[src/include/uart_macros.svh]
`ifndef UART_MACROS_SVH
`define UART_MACROS_SVH

// Block placement on the peripheral bus (word address)
`define UART_BASE_WADDR   14'h0040

// Byte offsets, even in the low lane and odd in the high lane
`define UART_OFS_CTRL     3'd0
`define UART_OFS_STATUS   3'd1
`define UART_OFS_BAUD_LO  3'd2
`define UART_OFS_BAUD_HI  3'd3
`define UART_OFS_DATA_TX  3'd4
`define UART_OFS_DATA_RX  3'd5

// Writable control bits
`define UART_CTRL_MASK    8'h71

// Field widths
`define UART_ADDR_W       14
`define UART_DATA_W       16
`define UART_WE_W         2
`define UART_BYTE_W       8
`define UART_BAUD_W       16
`define UART_FRAME_W      4

// Frame end positions of the bit counters
`define UART_TX_LAST_BIT  4'd11
`define UART_RX_LAST_BIT  4'd10

// Reset values
`define UART_REG_RST      8'h00
`define UART_LINE_IDLE    1'b1

`endif
[src/logic/uart_reg_pkg.sv]
`default_nettype none

`include "uart_macros.svh"

package uart_reg_pkg;

  //==========================================================================
  // Peripheral bus side
  //==========================================================================

  // Word address as seen by the peripheral
  typedef logic [`UART_ADDR_W-1:0] per_addr_t;

  // Bus data word and its byte write enables
  typedef logic [`UART_DATA_W-1:0] per_data_t;
  typedef logic [`UART_WE_W-1:0]   per_we_t;

  // One character or one register
  typedef logic [`UART_BYTE_W-1:0] uart_byte_t;

  // Bit period minus one, in mclk cycles
  typedef logic [`UART_BAUD_W-1:0] baud_div_t;

  // Settings shared by both serial blocks
  typedef struct packed {
    logic      en;
    baud_div_t baud;
  } uart_cfg_t;

endpackage

`default_nettype wire

[src/logic/uart_line_pkg.sv]
`default_nettype none

`include "uart_macros.svh"

package uart_line_pkg;

  // Position inside a serial frame, zero when idle
  typedef logic [`UART_FRAME_W-1:0] frame_bit_t;

  // Receiver report
  typedef struct packed {
    logic                     done;
    uart_reg_pkg::uart_byte_t data;
    logic                     busy;
  } rx_event_t;

  // Transmitter report
  typedef struct packed {
    logic done;
    // Frame running or character waiting
    logic busy;
    logic pending;
  } tx_event_t;

endpackage

`default_nettype wire

[src/logic/uart_periph.sv]
`default_nettype none
`timescale 1ns/1ps

module uart_periph (
  input  wire                          mclk,
  input  wire                          puc_rst,
  input  wire                          per_en,
  input  wire uart_reg_pkg::per_addr_t per_addr,
  input  wire uart_reg_pkg::per_we_t   per_we,
  input  wire uart_reg_pkg::per_data_t per_din,
  input  wire                          uart_rxd,
  output uart_reg_pkg::per_data_t      per_dout,
  output logic                         uart_txd,
  output logic                         irq_uart_rx,
  output logic                         irq_uart_tx
);

  uart_reg_pkg::uart_cfg_t   cfg;
  logic                      tx_load;
  uart_reg_pkg::uart_byte_t  tx_data;
  uart_line_pkg::tx_event_t  tx_evt;
  uart_line_pkg::rx_event_t  rx_evt;

  // Bus side
  uart_regs u_uart_regs (
    .mclk        (mclk),
    .puc_rst     (puc_rst),
    .per_en      (per_en),
    .per_addr    (per_addr),
    .per_we      (per_we),
    .per_din     (per_din),
    .tx_evt      (tx_evt),
    .rx_evt      (rx_evt),
    .per_dout    (per_dout),
    .cfg         (cfg),
    .tx_load     (tx_load),
    .tx_data     (tx_data),
    .irq_uart_rx (irq_uart_rx),
    .irq_uart_tx (irq_uart_tx)
  );

  // Serial input
  uart_rx u_uart_rx (
    .mclk     (mclk),
    .puc_rst  (puc_rst),
    .cfg      (cfg),
    .uart_rxd (uart_rxd),
    .rx_evt   (rx_evt)
  );

  // Serial output
  uart_tx u_uart_tx (
    .mclk     (mclk),
    .puc_rst  (puc_rst),
    .cfg      (cfg),
    .tx_load  (tx_load),
    .tx_data  (tx_data),
    .uart_txd (uart_txd),
    .tx_evt   (tx_evt)
  );

endmodule

`default_nettype wire

[src/logic/uart_tx.sv]
`default_nettype none
`timescale 1ns/1ps

`include "uart_macros.svh"

module uart_tx (
  input  wire                           mclk,
  input  wire                           puc_rst,
  input  wire uart_reg_pkg::uart_cfg_t  cfg,
  input  wire                           tx_load,
  input  wire uart_reg_pkg::uart_byte_t tx_data,
  output logic                          uart_txd,
  output uart_line_pkg::tx_event_t      tx_evt
);

  uart_line_pkg::frame_bit_t tx_bit;
  uart_reg_pkg::baud_div_t   tx_cnt;
  logic                      tx_pending;
  logic                      tx_start;
  logic                      tx_bit_inc;
  logic                      tx_last;
  logic                      tx_last_dly;
  logic [8:0]                tx_buf;

  //==========================================================================
  // Pending slot
  //==========================================================================

  assign tx_start = (tx_bit == '0) & tx_pending & cfg.en;

  // A new load replaces a waiting character
  always_ff @(posedge mclk or posedge puc_rst) begin
    if (puc_rst)
      tx_pending <= 1'b0;
    else if (tx_load)
      tx_pending <= 1'b1;
    else if (!cfg.en || tx_start)
      tx_pending <= 1'b0;
  end

  //==========================================================================
  // Bit counter and shifter
  //==========================================================================

  assign tx_bit_inc = (tx_bit != '0) & (tx_cnt == '0);
  assign tx_last    = (tx_bit == `UART_TX_LAST_BIT);

  always_ff @(posedge mclk or posedge puc_rst) begin
    if (puc_rst) begin
      tx_bit <= '0;
      tx_cnt <= '0;
      tx_buf <= {9{`UART_LINE_IDLE}};
    end else if (!cfg.en) begin
      tx_bit <= '0;
      tx_cnt <= '0;
      tx_buf <= {9{`UART_LINE_IDLE}};
    end else if (tx_start) begin
      // Start bit goes out on this edge
      tx_bit <= 4'd1;
      tx_cnt <= cfg.baud;
      tx_buf <= {tx_data, 1'b0};
    end else if (tx_last) begin
      tx_bit <= '0;
    end else if (tx_bit_inc) begin
      // Ones from the top form the stop bit
      tx_bit <= tx_bit + 4'd1;
      tx_cnt <= cfg.baud;
      tx_buf <= {1'b1, tx_buf[8:1]};
    end else if (tx_cnt != '0) begin
      tx_cnt <= tx_cnt - 16'd1;
    end
  end

  always_ff @(posedge mclk or posedge puc_rst) begin
    if (puc_rst)
      tx_last_dly <= 1'b0;
    else
      tx_last_dly <= tx_last;
  end

  assign uart_txd       = tx_buf[0];
  assign tx_evt.done    = tx_last & ~tx_last_dly;
  assign tx_evt.busy    = (tx_bit != '0) | tx_pending;
  assign tx_evt.pending = tx_pending;

  // Line back to idle one edge after disable
  a_txd_idle : assert property (@(posedge mclk) disable iff (puc_rst)
    !cfg.en |=> uart_txd);

endmodule

`default_nettype wire

[src/logic/uart_rx.sv]
`default_nettype none
`timescale 1ns/1ps

`include "uart_macros.svh"

module uart_rx (
  input  wire                          mclk,
  input  wire                          puc_rst,
  input  wire uart_reg_pkg::uart_cfg_t cfg,
  input  wire                          uart_rxd,
  output uart_line_pkg::rx_event_t     rx_evt
);

  //==========================================================================
  // Line synchronizer and majority filter
  //==========================================================================

  logic [1:0] rxd_sync;
  logic [1:0] rxd_buf;
  logic       rxd_maj;
  logic       rxd_maj_nxt;
  logic       rxd_fe;

  // Two flops against metastability, line idles high
  always_ff @(posedge mclk or posedge puc_rst) begin
    if (puc_rst) begin
      rxd_sync <= {2{`UART_LINE_IDLE}};
      rxd_buf  <= {2{`UART_LINE_IDLE}};
      rxd_maj  <= `UART_LINE_IDLE;
    end else begin
      rxd_sync <= {rxd_sync[0], uart_rxd};
      rxd_buf  <= {rxd_buf[0], rxd_sync[1]};
      rxd_maj  <= rxd_maj_nxt;
    end
  end

  // Two of three samples decide
  assign rxd_maj_nxt = (rxd_sync[1] & rxd_buf[0]) |
                       (rxd_sync[1] & rxd_buf[1]) |
                       (rxd_buf[0]  & rxd_buf[1]);

  // Filtered falling edge
  assign rxd_fe = rxd_maj & ~rxd_maj_nxt;

  //==========================================================================
  // Bit counter and sampling
  //==========================================================================

  uart_line_pkg::frame_bit_t rx_bit;
  uart_reg_pkg::baud_div_t   rx_cnt;
  logic                      rx_start;
  logic                      rx_bit_inc;
  logic                      rx_last;
  logic                      rx_last_dly;
  uart_reg_pkg::uart_byte_t  rx_buf;

  assign rx_start   = (rx_bit == '0) & rxd_fe;
  assign rx_bit_inc = (rx_bit != '0) & (rx_cnt == '0);
  assign rx_last    = (rx_bit == `UART_RX_LAST_BIT);

  always_ff @(posedge mclk or posedge puc_rst) begin
    if (puc_rst) begin
      rx_bit <= '0;
      rx_cnt <= '0;
    end else if (!cfg.en) begin
      rx_bit <= '0;
      rx_cnt <= '0;
    end else if (rx_start) begin
      // Half a period lands the samples mid-bit
      rx_bit <= 4'd1;
      rx_cnt <= {1'b0, cfg.baud[15:1]};
    end else if (rx_last) begin
      rx_bit <= '0;
    end else if (rx_bit_inc) begin
      rx_bit <= rx_bit + 4'd1;
      rx_cnt <= cfg.baud;
    end else if (rx_cnt != '0) begin
      rx_cnt <= rx_cnt - 16'd1;
    end
  end

  // LSB first, start bit falls out of the bottom
  always_ff @(posedge mclk) begin
    if (rx_bit_inc)
      rx_buf <= {rxd_maj, rx_buf[7:1]};
  end

  // One pulse per frame
  always_ff @(posedge mclk or posedge puc_rst) begin
    if (puc_rst)
      rx_last_dly <= 1'b0;
    else
      rx_last_dly <= rx_last;
  end

  assign rx_evt.done = rx_last & ~rx_last_dly;
  assign rx_evt.data = rx_buf;
  assign rx_evt.busy = (rx_bit != '0);

  a_rx_bit_range : assert property (@(posedge mclk) disable iff (puc_rst)
    rx_bit <= `UART_RX_LAST_BIT);

endmodule

`default_nettype wire

[src/logic/uart_regs.sv]
`default_nettype none
`timescale 1ns/1ps

`include "uart_macros.svh"

module uart_regs (
  input  wire                           mclk,
  input  wire                           puc_rst,
  input  wire                           per_en,
  input  wire uart_reg_pkg::per_addr_t  per_addr,
  input  wire uart_reg_pkg::per_we_t    per_we,
  input  wire uart_reg_pkg::per_data_t  per_din,
  input  wire uart_line_pkg::tx_event_t tx_evt,
  input  wire uart_line_pkg::rx_event_t rx_evt,
  output uart_reg_pkg::per_data_t       per_dout,
  output uart_reg_pkg::uart_cfg_t       cfg,
  output logic                          tx_load,
  output uart_reg_pkg::uart_byte_t      tx_data,
  output logic                          irq_uart_rx,
  output logic                          irq_uart_tx
);

  localparam uart_reg_pkg::per_addr_t BASE_WADDR = `UART_BASE_WADDR;

  // Write hit on one register, lane picked by offset parity
  function automatic logic wr_hit(input logic [2:0] ofs, input logic [1:0] word,
                                  input uart_reg_pkg::per_we_t we);
    return (word == ofs[2:1]) && we[ofs[0]];
  endfunction

  // Byte taken from the lane of a register
  function automatic uart_reg_pkg::uart_byte_t lane_din(input logic [2:0] ofs,
                                                        input uart_reg_pkg::per_data_t din);
    return ofs[0] ? din[15:8] : din[7:0];
  endfunction

  // Register placed in its lane, zero elsewhere
  function automatic uart_reg_pkg::per_data_t lane_dout(input logic [2:0] ofs,
                                                        input logic [1:0] word,
                                                        input uart_reg_pkg::uart_byte_t val);
    uart_reg_pkg::per_data_t d;
    d = '0;
    if (word == ofs[2:1]) begin
      if (ofs[0]) begin
        d[15:8] = val;
      end else begin
        d[7:0] = val;
      end
    end
    return d;
  endfunction

  //==========================================================================
  // Address decode
  //==========================================================================

  logic       reg_sel;
  logic [1:0] reg_word;
  logic       reg_rd;
  logic       ctrl_wr;
  logic       status_wr;
  logic       baud_lo_wr;
  logic       baud_hi_wr;

  // Block hit on the upper word address bits
  assign reg_sel    = per_en & (per_addr[13:2] == BASE_WADDR[13:2]);
  assign reg_word   = per_addr[1:0];
  assign reg_rd     = reg_sel & ~|per_we;

  assign ctrl_wr    = reg_sel & wr_hit(`UART_OFS_CTRL,    reg_word, per_we);
  assign status_wr  = reg_sel & wr_hit(`UART_OFS_STATUS,  reg_word, per_we);
  assign baud_lo_wr = reg_sel & wr_hit(`UART_OFS_BAUD_LO, reg_word, per_we);
  assign baud_hi_wr = reg_sel & wr_hit(`UART_OFS_BAUD_HI, reg_word, per_we);
  assign tx_load    = reg_sel & wr_hit(`UART_OFS_DATA_TX, reg_word, per_we);

  //==========================================================================
  // Register file
  //==========================================================================

  uart_reg_pkg::uart_byte_t ctrl;
  uart_reg_pkg::uart_byte_t baud_lo;
  uart_reg_pkg::uart_byte_t baud_hi;
  uart_reg_pkg::uart_byte_t data_rx;

  always_ff @(posedge mclk or posedge puc_rst) begin
    if (puc_rst) begin
      ctrl    <= `UART_REG_RST;
      baud_lo <= `UART_REG_RST;
      baud_hi <= `UART_REG_RST;
      tx_data <= `UART_REG_RST;
      data_rx <= `UART_REG_RST;
    end else begin
      // Control keeps only the enable and interrupt enables
      if (ctrl_wr)
        ctrl <= lane_din(`UART_OFS_CTRL, per_din) & `UART_CTRL_MASK;
      if (baud_lo_wr)
        baud_lo <= lane_din(`UART_OFS_BAUD_LO, per_din);
      if (baud_hi_wr)
        baud_hi <= lane_din(`UART_OFS_BAUD_HI, per_din);
      if (tx_load)
        tx_data <= lane_din(`UART_OFS_DATA_TX, per_din);
      // Received byte lands with its pending flag
      if (rx_evt.done)
        data_rx <= rx_evt.data;
    end
  end

  assign cfg.en   = ctrl[0];
  assign cfg.baud = {baud_hi, baud_lo};

  //==========================================================================
  // Pending flags and status
  //==========================================================================

  // Bits 3..0 are tx_empty, tx, rx_ovflw, rx
  logic [3:0]               pnd;
  logic [3:0]               pnd_set;
  logic [3:0]               pnd_clr;
  uart_reg_pkg::uart_byte_t status_din;
  uart_reg_pkg::uart_byte_t status;

  assign pnd_set = {tx_evt.done & ~tx_evt.pending,
                    tx_evt.done,
                    rx_evt.done & pnd[0],
                    rx_evt.done};

  // Write one to clear, upper nibble of the status byte
  assign status_din = lane_din(`UART_OFS_STATUS, per_din);
  assign pnd_clr    = {4{status_wr}} & status_din[7:4];

  // Set wins over a clear in the same cycle
  always_ff @(posedge mclk or posedge puc_rst) begin
    if (puc_rst) begin
      pnd <= '0;
    end else begin
      pnd <= (pnd & ~pnd_clr) | pnd_set;
    end
  end

  assign status = {pnd,
                   tx_evt.busy & tx_evt.pending,
                   tx_evt.busy,
                   1'b0,
                   rx_evt.busy};

  //==========================================================================
  // Read mux and interrupts
  //==========================================================================

  assign per_dout = {16{reg_rd}} & (lane_dout(`UART_OFS_CTRL,    reg_word, ctrl)    |
                                    lane_dout(`UART_OFS_STATUS,  reg_word, status)  |
                                    lane_dout(`UART_OFS_BAUD_LO, reg_word, baud_lo) |
                                    lane_dout(`UART_OFS_BAUD_HI, reg_word, baud_hi) |
                                    lane_dout(`UART_OFS_DATA_TX, reg_word, tx_data) |
                                    lane_dout(`UART_OFS_DATA_RX, reg_word, data_rx));

  // Enables are ctrl bits 6, 5 and 4
  assign irq_uart_rx = (pnd[0] & ctrl[4]) | (pnd[1] & ctrl[5]);
  assign irq_uart_tx = pnd[2] & ctrl[6];

endmodule

`default_nettype wire

[config.mk]
export PLATFORM = sky130hd
export DESIGN_NAME = uart_periph
export DESIGN_NICKNAME = d
export VERILOG_FILES = /design/src/logic/uart_reg_pkg.sv /design/src/logic/uart_line_pkg.sv /design/src/logic/uart_periph.sv /design/src/logic/uart_tx.sv /design/src/logic/uart_rx.sv /design/src/logic/uart_regs.sv
export VERILOG_INCLUDE_DIRS = /design/src /design/src/include
export SDC_FILE = /design/constraint.sdc
export NUM_CORES = 1
export LEC_CHECK = 0
export BUFFER_PORTS_ARGS = -buffer_cell sky130_fd_sc_hd__buf_2
export CORE_ASPECT_RATIO = 1.1
export CORE_MARGIN = 2
export CORE_UTILIZATION = 30
export CTS_BUF_LIST = sky130_fd_sc_hd__clkbuf_4 sky130_fd_sc_hd__clkbuf_8 sky130_fd_sc_hd__clkbuf_16
export DETAILED_ROUTE_END_ITERATION = 10
export GPL_TIMING_DRIVEN = 0
export PLACE_DENSITY = 0.51
export SYNTH_ARGS = -nofsm -noshare
export SYNTH_HDL_FRONTEND = slang
export SYNTH_SLANG_ARGS = --single-unit
[constraint.sdc]
create_clock -name mclk -period 3.91 [get_ports mclk]
set_input_delay 0 -clock mclk [delete_from_list [all_inputs] [get_ports mclk]]
set_output_delay 0 -clock mclk [all_outputs]
set_load 0.01 [all_outputs]
==> results of run 1 <==
[what timing repair did]
item | CTS | global route
endpoints found under the hold margin | 68 | 0
hold buffers | 18 | 0
endpoints found under the setup margin | 0 | 0
[stage by stage]
| stage | total power, mW | worst slack, ns |
|---|---|---|
| floorplan | 1.17 | 1.40 |
| global placement | 1.20 | 0.199 |
| detailed placement | 1.21 | 1.27 |
| CTS | 2.11 | 1.27 |
| global route | 2.18 | 1.06 |
| finish | 2.10 | 1.17 |
[cell families (layout without fill, tap and decap cells)]
family | count (synthesis) | count (layout) | share of synthesized area (%)
AOI/OAI and AO/OA | 149 | 149 | 16.9
xor gates and xnor gates | 12 | 12 | 1.82
adders and majority gates | 8 | 8 | 1.69
buffers and inverters | 63 | 151 | 4.29
DFF | 105 | 105 | 46.5
muxes | 58 | 58 | 10.8
and+or+nand+nor | 193 | 193 | 18.0
[worst max-delay path, stage by stage (launching register included)]
cell,delay (ns)
dfrtp_1,0.42
inv_1,0.10
ha_1,0.34
nor4b_1,0.40
nand4_1,0.37
o21ai_0,0.38
nand3_1,0.32
o221ai_1,0.31
[layout make-up]
class                           instances  area (um^2)
Clock buffer                           10          233
Multi-Input combinational cell        420         2850
Inverter                               35          134
Buffer                                 28          116
Clock inverter                          6         57.6
Sequential cell                       105         2690
Tap cell                              247          309
Fill cell                            1893        12200
Timing Repair Buffer                   72          473
[registers in the layout (all words and copies together) (netlist names)]
signal,count
u_uart_tx.tx_cnt,16
u_uart_rx.rx_buf,8
u_uart_regs.pnd,4
u_uart_regs.baud_lo,8
u_uart_regs.data_rx,8
u_uart_rx.rx_cnt,16
u_uart_rx.rx_last_dly,1
u_uart_tx.tx_last_dly,1
u_uart_rx.rxd_sync,2
u_uart_rx.rx_bit,4
u_uart_rx.rxd_buf,2
u_uart_tx.tx_pending,1
u_uart_tx.tx_bit,4
u_uart_tx.tx_buf,9
u_uart_regs.ctrl,4
u_uart_regs.baud_hi,8
u_uart_regs.tx_data,8
u_uart_rx.rxd_maj,1
[worst paths after layout]
check / end / slack, ns / cells after the start
max: u_uart_rx.rx_cnt[7]$_DFFE_PP0P_ / 1.17 / 7
min: u_uart_regs.pnd[0]$_DFF_PP0_ / 0.14 / 4
max reg2reg: u_uart_rx.rx_cnt[7]$_DFFE_PP0P_ / 1.17 / 7
min reg2reg: u_uart_rx.rxd_sync[1]$_DFF_PP1_ / 0.36 / 0
max in group asynchronous: u_uart_rx.rxd_maj$_DFF_PP1_ / 2.91 / 4
min in group asynchronous: u_uart_regs.tx_data[7]$_DFFE_PP0P_ / 0.28 / 3
[routing by layer]
layer  GRT usage, %  vias up  wire (um)
li1               -     2332          -
met1           22.6     2458       7360
met2           28.5      207       8280
met3           2.61       24        968
met4           6.04        0        442
met5              0        -          0
[where the power goes]
| group | internal [mW] | switching, mW |
|---|---|---|
| Combinational | 0.0383 | 0.0561 |
| Clock | 0.456 | 0.442 |
| Sequential | 1.10 | 0.00193 |
| Total | 1.60 | 0.500 |
[synth_stat cells (4+ instances only)]
cell | n | area (um^2)
a21o_1 | 5 | 37.5
a21oi_1 | 39 | 195
a221o_1 | 6 | 60.1
a22oi_1 | 6 | 45.0
a31oi_1 | 7 | 43.8
and2_1 | 4 | 25.0
buf_2 | 6 | 30.0
clkbuf_1 | 20 | 75.1
dfrtp_1 | 83 | 2080
dfstp_2 | 14 | 368
edfxtp_1 | 8 | 240
ha_1 | 7 | 87.6
inv_1 | 35 | 131
mux2_2 | 36 | 405
mux2i_1 | 22 | 220
nand2_1 | 40 | 150
nand3_1 | 16 | 80.1
nand4_1 | 11 | 68.8
nor2_1 | 51 | 191
nor3_1 | 20 | 100
nor4_1 | 5 | 31.3
nor4b_1 | 7 | 61.3
o211ai_1 | 8 | 60.1
o21ai_0 | 20 | 100
o22ai_1 | 21 | 131
o31ai_1 | 6 | 45.0
or3_1 | 7 | 43.8
xnor2_1 | 6 | 52.6
xor2_1 | 6 | 52.6
==> impl_metrics.toml, run 1 <==
[power]
power_density_nw_per_um2 = 306
p_leak_nw = 3.18
ir_drop_mv = 0.215

[synthesis]
synthCells = 588
synth_seq_cells = 105
async_reset_ff_share_pct = 92.4
synth-main-ff-cell = "dfrtp_1"
seq_area_frac_synth_pct = 46.5
yosysWarnings = 0
synth_edf_count = 8
synth_area_um2 = 5780
synth_area_per_cell_um2 = 9.83
yosysUniqueCellTypes = 71
synth_nets = 631

[finish]
fin_area_um2 = 6850
final_nets = 714
final_core_util_pct = 36.0
final_common_cell = "dfrtp_1"
area_growth_pct = 18.6
diodes = 0
final_cell_mix = "dfrtp_1, buf_2, nor2_1"
instances_no_fill = 923
drive_above_1_share_pct = 21.2

[timing]
fin_crit_ns = 2.74
clock_skew_ns = 0.0144
worst_slew_pin_slew_ns = 0.960
fmax_mhz = 366
setup_violations = 0
hold_slack_ns = 0.142
hold_viol_final = 0
fin_setup_tns_ns = 0
rsz0062_at_grt = "no"
report.final.slew_viol_count = 0
slew-limit-headroom_pct = 35.4
min_period_over_period_pct = 70.0

[drt]
via_per_inst = 5.44
dr_total_vias = 5021
drc = 0
wl_per_cell_um = 18.5
routed_wl_um = 17000
drt_iter0_drc = 297
ant_nets = 0
drtPass1Iterations = 5

[critical_path]
timing.rr.start = "u_uart_rx.rx_cnt[0]$_DFFE_PP0P_"
cp.arrival_ns = 2.98
critical_path_class = "reg -> reg"
cp_max_fo = 6
crit_path_end_kind = "flop"
worstPathRequired_ns = 4.16
crit_path_start_kind = "flop"
setup.worst_path.start = "u_uart_rx.rx_cnt[0]$_DFFE_PP0P_"

[grt]
grt-ovfl-total = 0
antenna_found_initial = 0
grt_pass1_vias = 4901
grt_usage_pct = 17.1
grt_start_max_net_pins = 54
grt_pass1_wl_um = 27000

[cts]
cts_buffers = 9
root_buffer = "clkbuf_16"
cts.sinks = 105
clock_latency_ns = 0.35
clock_path_buffers = 2
cts_tree = "yes"
h-tree-depth = 3
cts.repair.resized = 0
cts_setup_buffers = 0
clkTransAtPathRegs_ns = 0.07

[run]
maxCapViolations = 0

[die]
die_h_um = 150
io_pins = 55
rows = 53
start_util_pct = 30.4
die_area_um2 = 20400
coreArea_um2 = 19000
die_w_um = 136

[placement]
placed_cells = 889
hpwl_um = 12400
gp_congestion = 0.884
io_buffers = 53
place_area_um2 = 6380

[min_path]
min_from = "per_addr[1]"
hold_class = "in -> reg"

[outcome]
run_status = "finished, final reports clean"
Note: power is estimated with default switching activity, not from simulation.
==> run 2: changes to the inputs <==
==> constraint.sdc (replaced) <==
create_clock -name mclk -period 2.7 [get_ports mclk]
set_input_delay 0 -clock mclk [delete_from_list [all_inputs] [get_ports mclk]]
set_output_delay 0 -clock mclk [all_outputs]
set_load 0.01 [all_outputs]
==> impl_metrics.toml, run 2 (synthesis gave the netlist of run 1 again) <==
[finish]
diodes = 0
drive_above_1_share_pct = 21.7
fillers = 1892
final_nets = 715
reg_top3 = "u_uart_rx.rx_cnt (16), u_uart_tx.tx_cnt (16), u_uart_tx.tx_buf (9)"
area_growth_pct = 18.9
final_common_cell = "dfrtp_1"
final_core_util_pct = 36.1
final_cell_mix = "dfrtp_1, buf_2, nor2_1"

[drt]
drtPass1Iterations = 4
drc = 0
routed_wl_um = 17000
wl_met1_um = 7420
met3WireLength_um = 903
dr_total_vias = 4982
ant_nets = 0
wl_per_cell_um = 18.4
via_per_inst = 5.39
drt_iter0_drc = 306
highest-signal-layer = "met4"
wl_met2_um = 8300

[power]
power_mw = 3.03
ir_drop_mv = 0.312
power_density_nw_per_um2 = 442
p_leak_nw = 3.20

[critical_path]
cp.arrival_ns = 2.78
worstPathRequired_ns = 2.95
crit_path_end_kind = "flop"
crit_chain = "inv_1 -> ha_1 -> or3b_1 -> nor2_1 -> a32o_1 -> buf_2 -> buf_2 -> a21oi_1 -> o22ai_1"
max_stage_delay_ns = 0.44
cp_max_fo = 10
critical_path_class = "reg -> reg"
slowest_stage = "or3b_1"
cp_common_cell = "buf_2"
crit_path_start_kind = "flop"
rrSetupSlack_ns = 0.17

[timing]
hold_slack_ns = 0.143
min_period_over_period_pct = 93.7
report.final.slew_viol_count = 0
fmax_mhz = 395
fin_crit_ns = 2.53
fin_setup_tns_ns = 0
rsz0062_at_grt = "no"
clock_skew_ns = 0.0111
setup_violations = 0
worst_slew_pin_slew_ns = 0.977
hold_viol_final = 0
slew-limit-headroom_pct = 34.3

[die]
die_area_um2 = 20400
coreArea_um2 = 19000
die_w_um = 136
start_util_pct = 30.4
io_pins = 55
rows = 53
die_h_um = 150

[cts]
clkTransAtPathRegs_ns = 0.08
root_buffer = "clkbuf_16"
cts_tree = "yes"
clock_latency_ns = 0.35
h-tree-depth = 3
cts_buffers = 9
cts.sinks = 105
clock_path_buffers = 2

[grt]
grt_usage_pct = 17.1
grt_pass1_vias = 4901
grt-ovfl-total = 0
grt_pass1_wl_um = 27000
grt_start_max_net_pins = 54
antenna_found_initial = 0

[placement]
gp_congestion = 0.884
io_buffers = 53
hpwl_um = 12400

[run]
maxCapViolations = 0

[outcome]
run_status = "finished, final reports clean"

[min_path]
hold_class = "in -> reg"
## run 2: cell types whose count changed in the layout (fill, tap and decap cells not counted)
cell / change
nor4b_2: +1
clkbuf_1: -2
o21ai_1: +1
o21ai_0: -1
nor4b_1: -1
buf_4: +1
clkbuf_2: +2
## run 2: worst paths after layout
kind                            depth (start not counted)                       startpoint                            endpoint
worst max-delay path                                    9  u_uart_tx.tx_cnt[0]$_DFFE_PP0P_    u_uart_tx.tx_cnt[10]$_DFFE_PP0P_
max in group asynchronous                               4                          puc_rst     u_uart_rx.rxd_sync[1]$_DFF_PP1_
worst max register to register                          9  u_uart_tx.tx_cnt[0]$_DFFE_PP0P_    u_uart_tx.tx_cnt[10]$_DFFE_PP0P_
worst min-delay path                                    4                      per_addr[1]        u_uart_regs.pnd[0]$_DFF_PP0_
min in group asynchronous                               3                          puc_rst  u_uart_regs.tx_data[7]$_DFFE_PP0P_
worst min register to register                          0  u_uart_rx.rxd_sync[0]$_DFF_PP1_     u_uart_rx.rxd_sync[1]$_DFF_PP1_
## run 2: cell type report
| cell class | count | area, um^2 | share of cell area (%) |
|---|---|---|---|
| clock buffers | 10 | 233 | 3.39 |
| flip-flops and latches | 105 | 2690 | 39.1 |
| multi-input cells | 420 | 2850 | 41.5 |
| well taps | 247 | 309 | 4.50 |
| inverters | 35 | 134 | 1.95 |
| plain buffers | 28 | 119 | 1.73 |
| repair buffers | 73 | 480 | 6.99 |
| clock inverters | 6 | 57.6 | 0.838 |
## run 2: through the flow
step	area, um^2	setup WS, ns	instances
floorplan	5780	0.189	588
global placement	6350	-1.01	888
detailed placement	6380	0.0604	889
CTS	6850	0.0561	923
global route	6870	0.0125	924
finish	6870	0.170	924
## run 2: report_power, final
group	switching [mW]	internal (mW)
Sequential	0.00280	1.59
Combinational	0.0811	0.0555
Clock	0.639	0.661
Total	0.723	2.31
## run 2: routing by layer
metal	track usage, %	up-vias
met4	6.04	0
met5	0	-
met2	28.5	192
met3	2.61	20
li1	-	2322
met1	22.6	2448
## run 2: critical path: cells and delay by family (launching register included)
kind | cells | cell delay, ns
AO/OA/AOI/OAI | 3 | 0.46
adder cells (fa/ha/maj) | 1 | 0.17
buffers and inverters | 3 | 0.57
flip-flops | 1 | 0.42
AND/OR/NAND/NOR | 2 | 0.81
## run 2: timing repair
item                                   in CTS  in global routing
buffers inserted                            0                  1
resized for setup                           0                  6
hold buffers                               18                  0
setup endpoints to repair                   0                 22
endpoints found under the hold margin      68                  0
==> run 3: changes to the inputs <==
--- a/config.mk
+++ b/config.mk
@@ -13,7 +13,7 @@
 export CTS_BUF_LIST = sky130_fd_sc_hd__clkbuf_4 sky130_fd_sc_hd__clkbuf_8 sky130_fd_sc_hd__clkbuf_16
 export DETAILED_ROUTE_END_ITERATION = 10
 export GPL_TIMING_DRIVEN = 0
-export PLACE_DENSITY = 0.51
+export PLACE_DENSITY = 0.46
 export SYNTH_ARGS = -nofsm -noshare
 export SYNTH_HDL_FRONTEND = slang
 export SYNTH_SLANG_ARGS = --single-unit
==> impl_metrics.toml, run 3 (synthesis gave the netlist of run 1 again) <==
[power]
p_leak_nw = 3.21
power_mw = 3.09
ir_drop_mv = 0.318
power_density_nw_per_um2 = 447

[drt]
drt_iter0_drc = 250
drtPass1Iterations = 4
routed_wl_um = 17400
wl_per_cell_um = 18.8
drc = 0
dr_total_vias = 4885
via_per_inst = 5.27
ant_nets = 0

[cts]
cts_tree = "yes"
clock_path_buffers = 2
root_buffer = "clkbuf_16"
h-tree-depth = 3
cts.sinks = 105
clock_latency_ns = 0.36
cts_buffers = 9
clkTransAtPathRegs_ns = 0.08

[run]
maxCapViolations = 0

[timing]
hold_slack_ns = 0.114
fin_setup_tns_ns = 0
hold_viol_final = 0
rsz0062_at_grt = "no"
fin_crit_ns = 2.53
clock_skew_ns = 0.00988
layout_setup_ws_ns = 0.166
report.final.slew_viol_count = 0
worst_slew_pin_slew_ns = 1.08
min_period_over_period_pct = 93.8
slew-limit-headroom_pct = 27.3
fmax_mhz = 395
setup_violations = 0

[die]
die_area_um2 = 20400
coreArea_um2 = 19000
die_h_um = 150
die_w_um = 136
rows = 53
start_util_pct = 30.4
io_pins = 55

[grt]
grt_usage_pct = 17.9
gr-usage-met3_pct = 2.98
antenna_found_initial = 0
top_usage_layer = "met2"
grt_pass1_vias = 4993
grt_util_met2_pct = 28.7
grt_pass1_wl_um = 27900
grt_start_max_net_pins = 63
grt-ovfl-total = 0
grt_use_met1_pct = 24.4

[critical_path]
crit_chain = "or3_1 -> nor3_2 -> a21oi_1 -> clkbuf_1 -> a21oi_1 -> o22ai_1"
max_stage_delay_ns = 0.51
cp_max_fo = 10
setup.worst_path.start = "u_uart_tx.tx_cnt[12]$_DFFE_PP0P_"
cp_common_cell = "a21oi_1"
crit_path_start_kind = "flop"
crit_path_end_kind = "flop"
critical_path_class = "reg -> reg"
path_delay_family = "simple AND/OR/NAND/NOR gates"
slowest_stage = "nor3_2"
path_buf_inv = 1
timing.rr.start = "u_uart_tx.tx_cnt[12]$_DFFE_PP0P_"
cp.arrival_ns = 2.77
worstPathRequired_ns = 2.94

[min_path]
hold_class = "in -> reg"
min_from = "per_addr[1]"

[placement]
placed_cells = 889
gp_congestion = 0.851
dp_slack_ns = 0.0433
hpwl_um = 12500
io_buffers = 53
place_area_um2 = 6380

[finish]
area_growth_pct = 19.4
fin_area_um2 = 6900
drive_above_1_share_pct = 22.1
instances_no_fill = 927
diodes = 0
final_core_util_pct = 36.3
reg_top3 = "u_uart_rx.rx_cnt (16), u_uart_tx.tx_cnt (16), u_uart_tx.tx_buf (9)"
seqCellArea_um2 = 2690
final_common_cell = "dfrtp_1"
multiInputGateArea_um2 = 2850
final_nets = 718
fillers = 1909
final_cell_mix = "dfrtp_1, buf_2, nor2_1"

[outcome]
run_status = "finished, final reports clean"
## run 3: layout make-up
| type | instances | area share [%] |
|---|---|---|
| plain buffers | 28 | 1.72 |
| clock buffers | 9 | 3.26 |
| clock inverters | 7 | 1.03 |
| inverters | 35 | 1.94 |
| multi-input cells | 420 | 41.4 |
| flip-flops and latches | 105 | 38.9 |
| well taps | 247 | 4.48 |
| repair buffers | 76 | 7.29 |
## run 3: worst paths after layout
path                       cells past startpoint  slack, ns                               end
hold reg to reg                                0       0.36   u_uart_rx.rxd_sync[1]$_DFF_PP1_
max in group asynchronous                      4       1.75    u_uart_rx.rxd_buf[1]$_DFF_PP1_
setup reg to reg                               6       0.17  u_uart_tx.tx_cnt[15]$_DFFE_PP0P_
min in group asynchronous                      3       0.22   u_uart_tx.tx_bit[2]$_DFFE_PP0P_
setup / recovery                               6       0.17  u_uart_tx.tx_cnt[15]$_DFFE_PP0P_
hold / removal                                 4       0.11      u_uart_regs.pnd[0]$_DFF_PP0_
## run 3: timing repair
item	CTS	global route
hold buffers	18	0
resized for setup	0	6
pin swaps	1	2
hold endpoints to repair	59	0
setup endpoints to repair	1	13
setup buffers	0	4
## run 3: layer usage
metal  share of wire (%)  vias to the layer above
li1                    -                     2345
met4                 2.2                        0
met2                  47                      148
met3                 4.4                       22
met5                   0                        -
met1                  46                     2370
## run 3: worst register-to-register path, cell delays in order, from the launching register on
cell and delay [ns]:
dfrtp_1 0.47, or3_1 0.47, nor3_2 0.51, a21oi_1 0.26, clkbuf_1 0.31, a21oi_1 0.26, o22ai_1 0.12
## run 3: power by group
group,internal [mW],leakage (nW),switching (mW)
clock network,0.657,0.146,0.693
registers,1.59,1.37,0.00300
logic,0.0558,1.69,0.0819
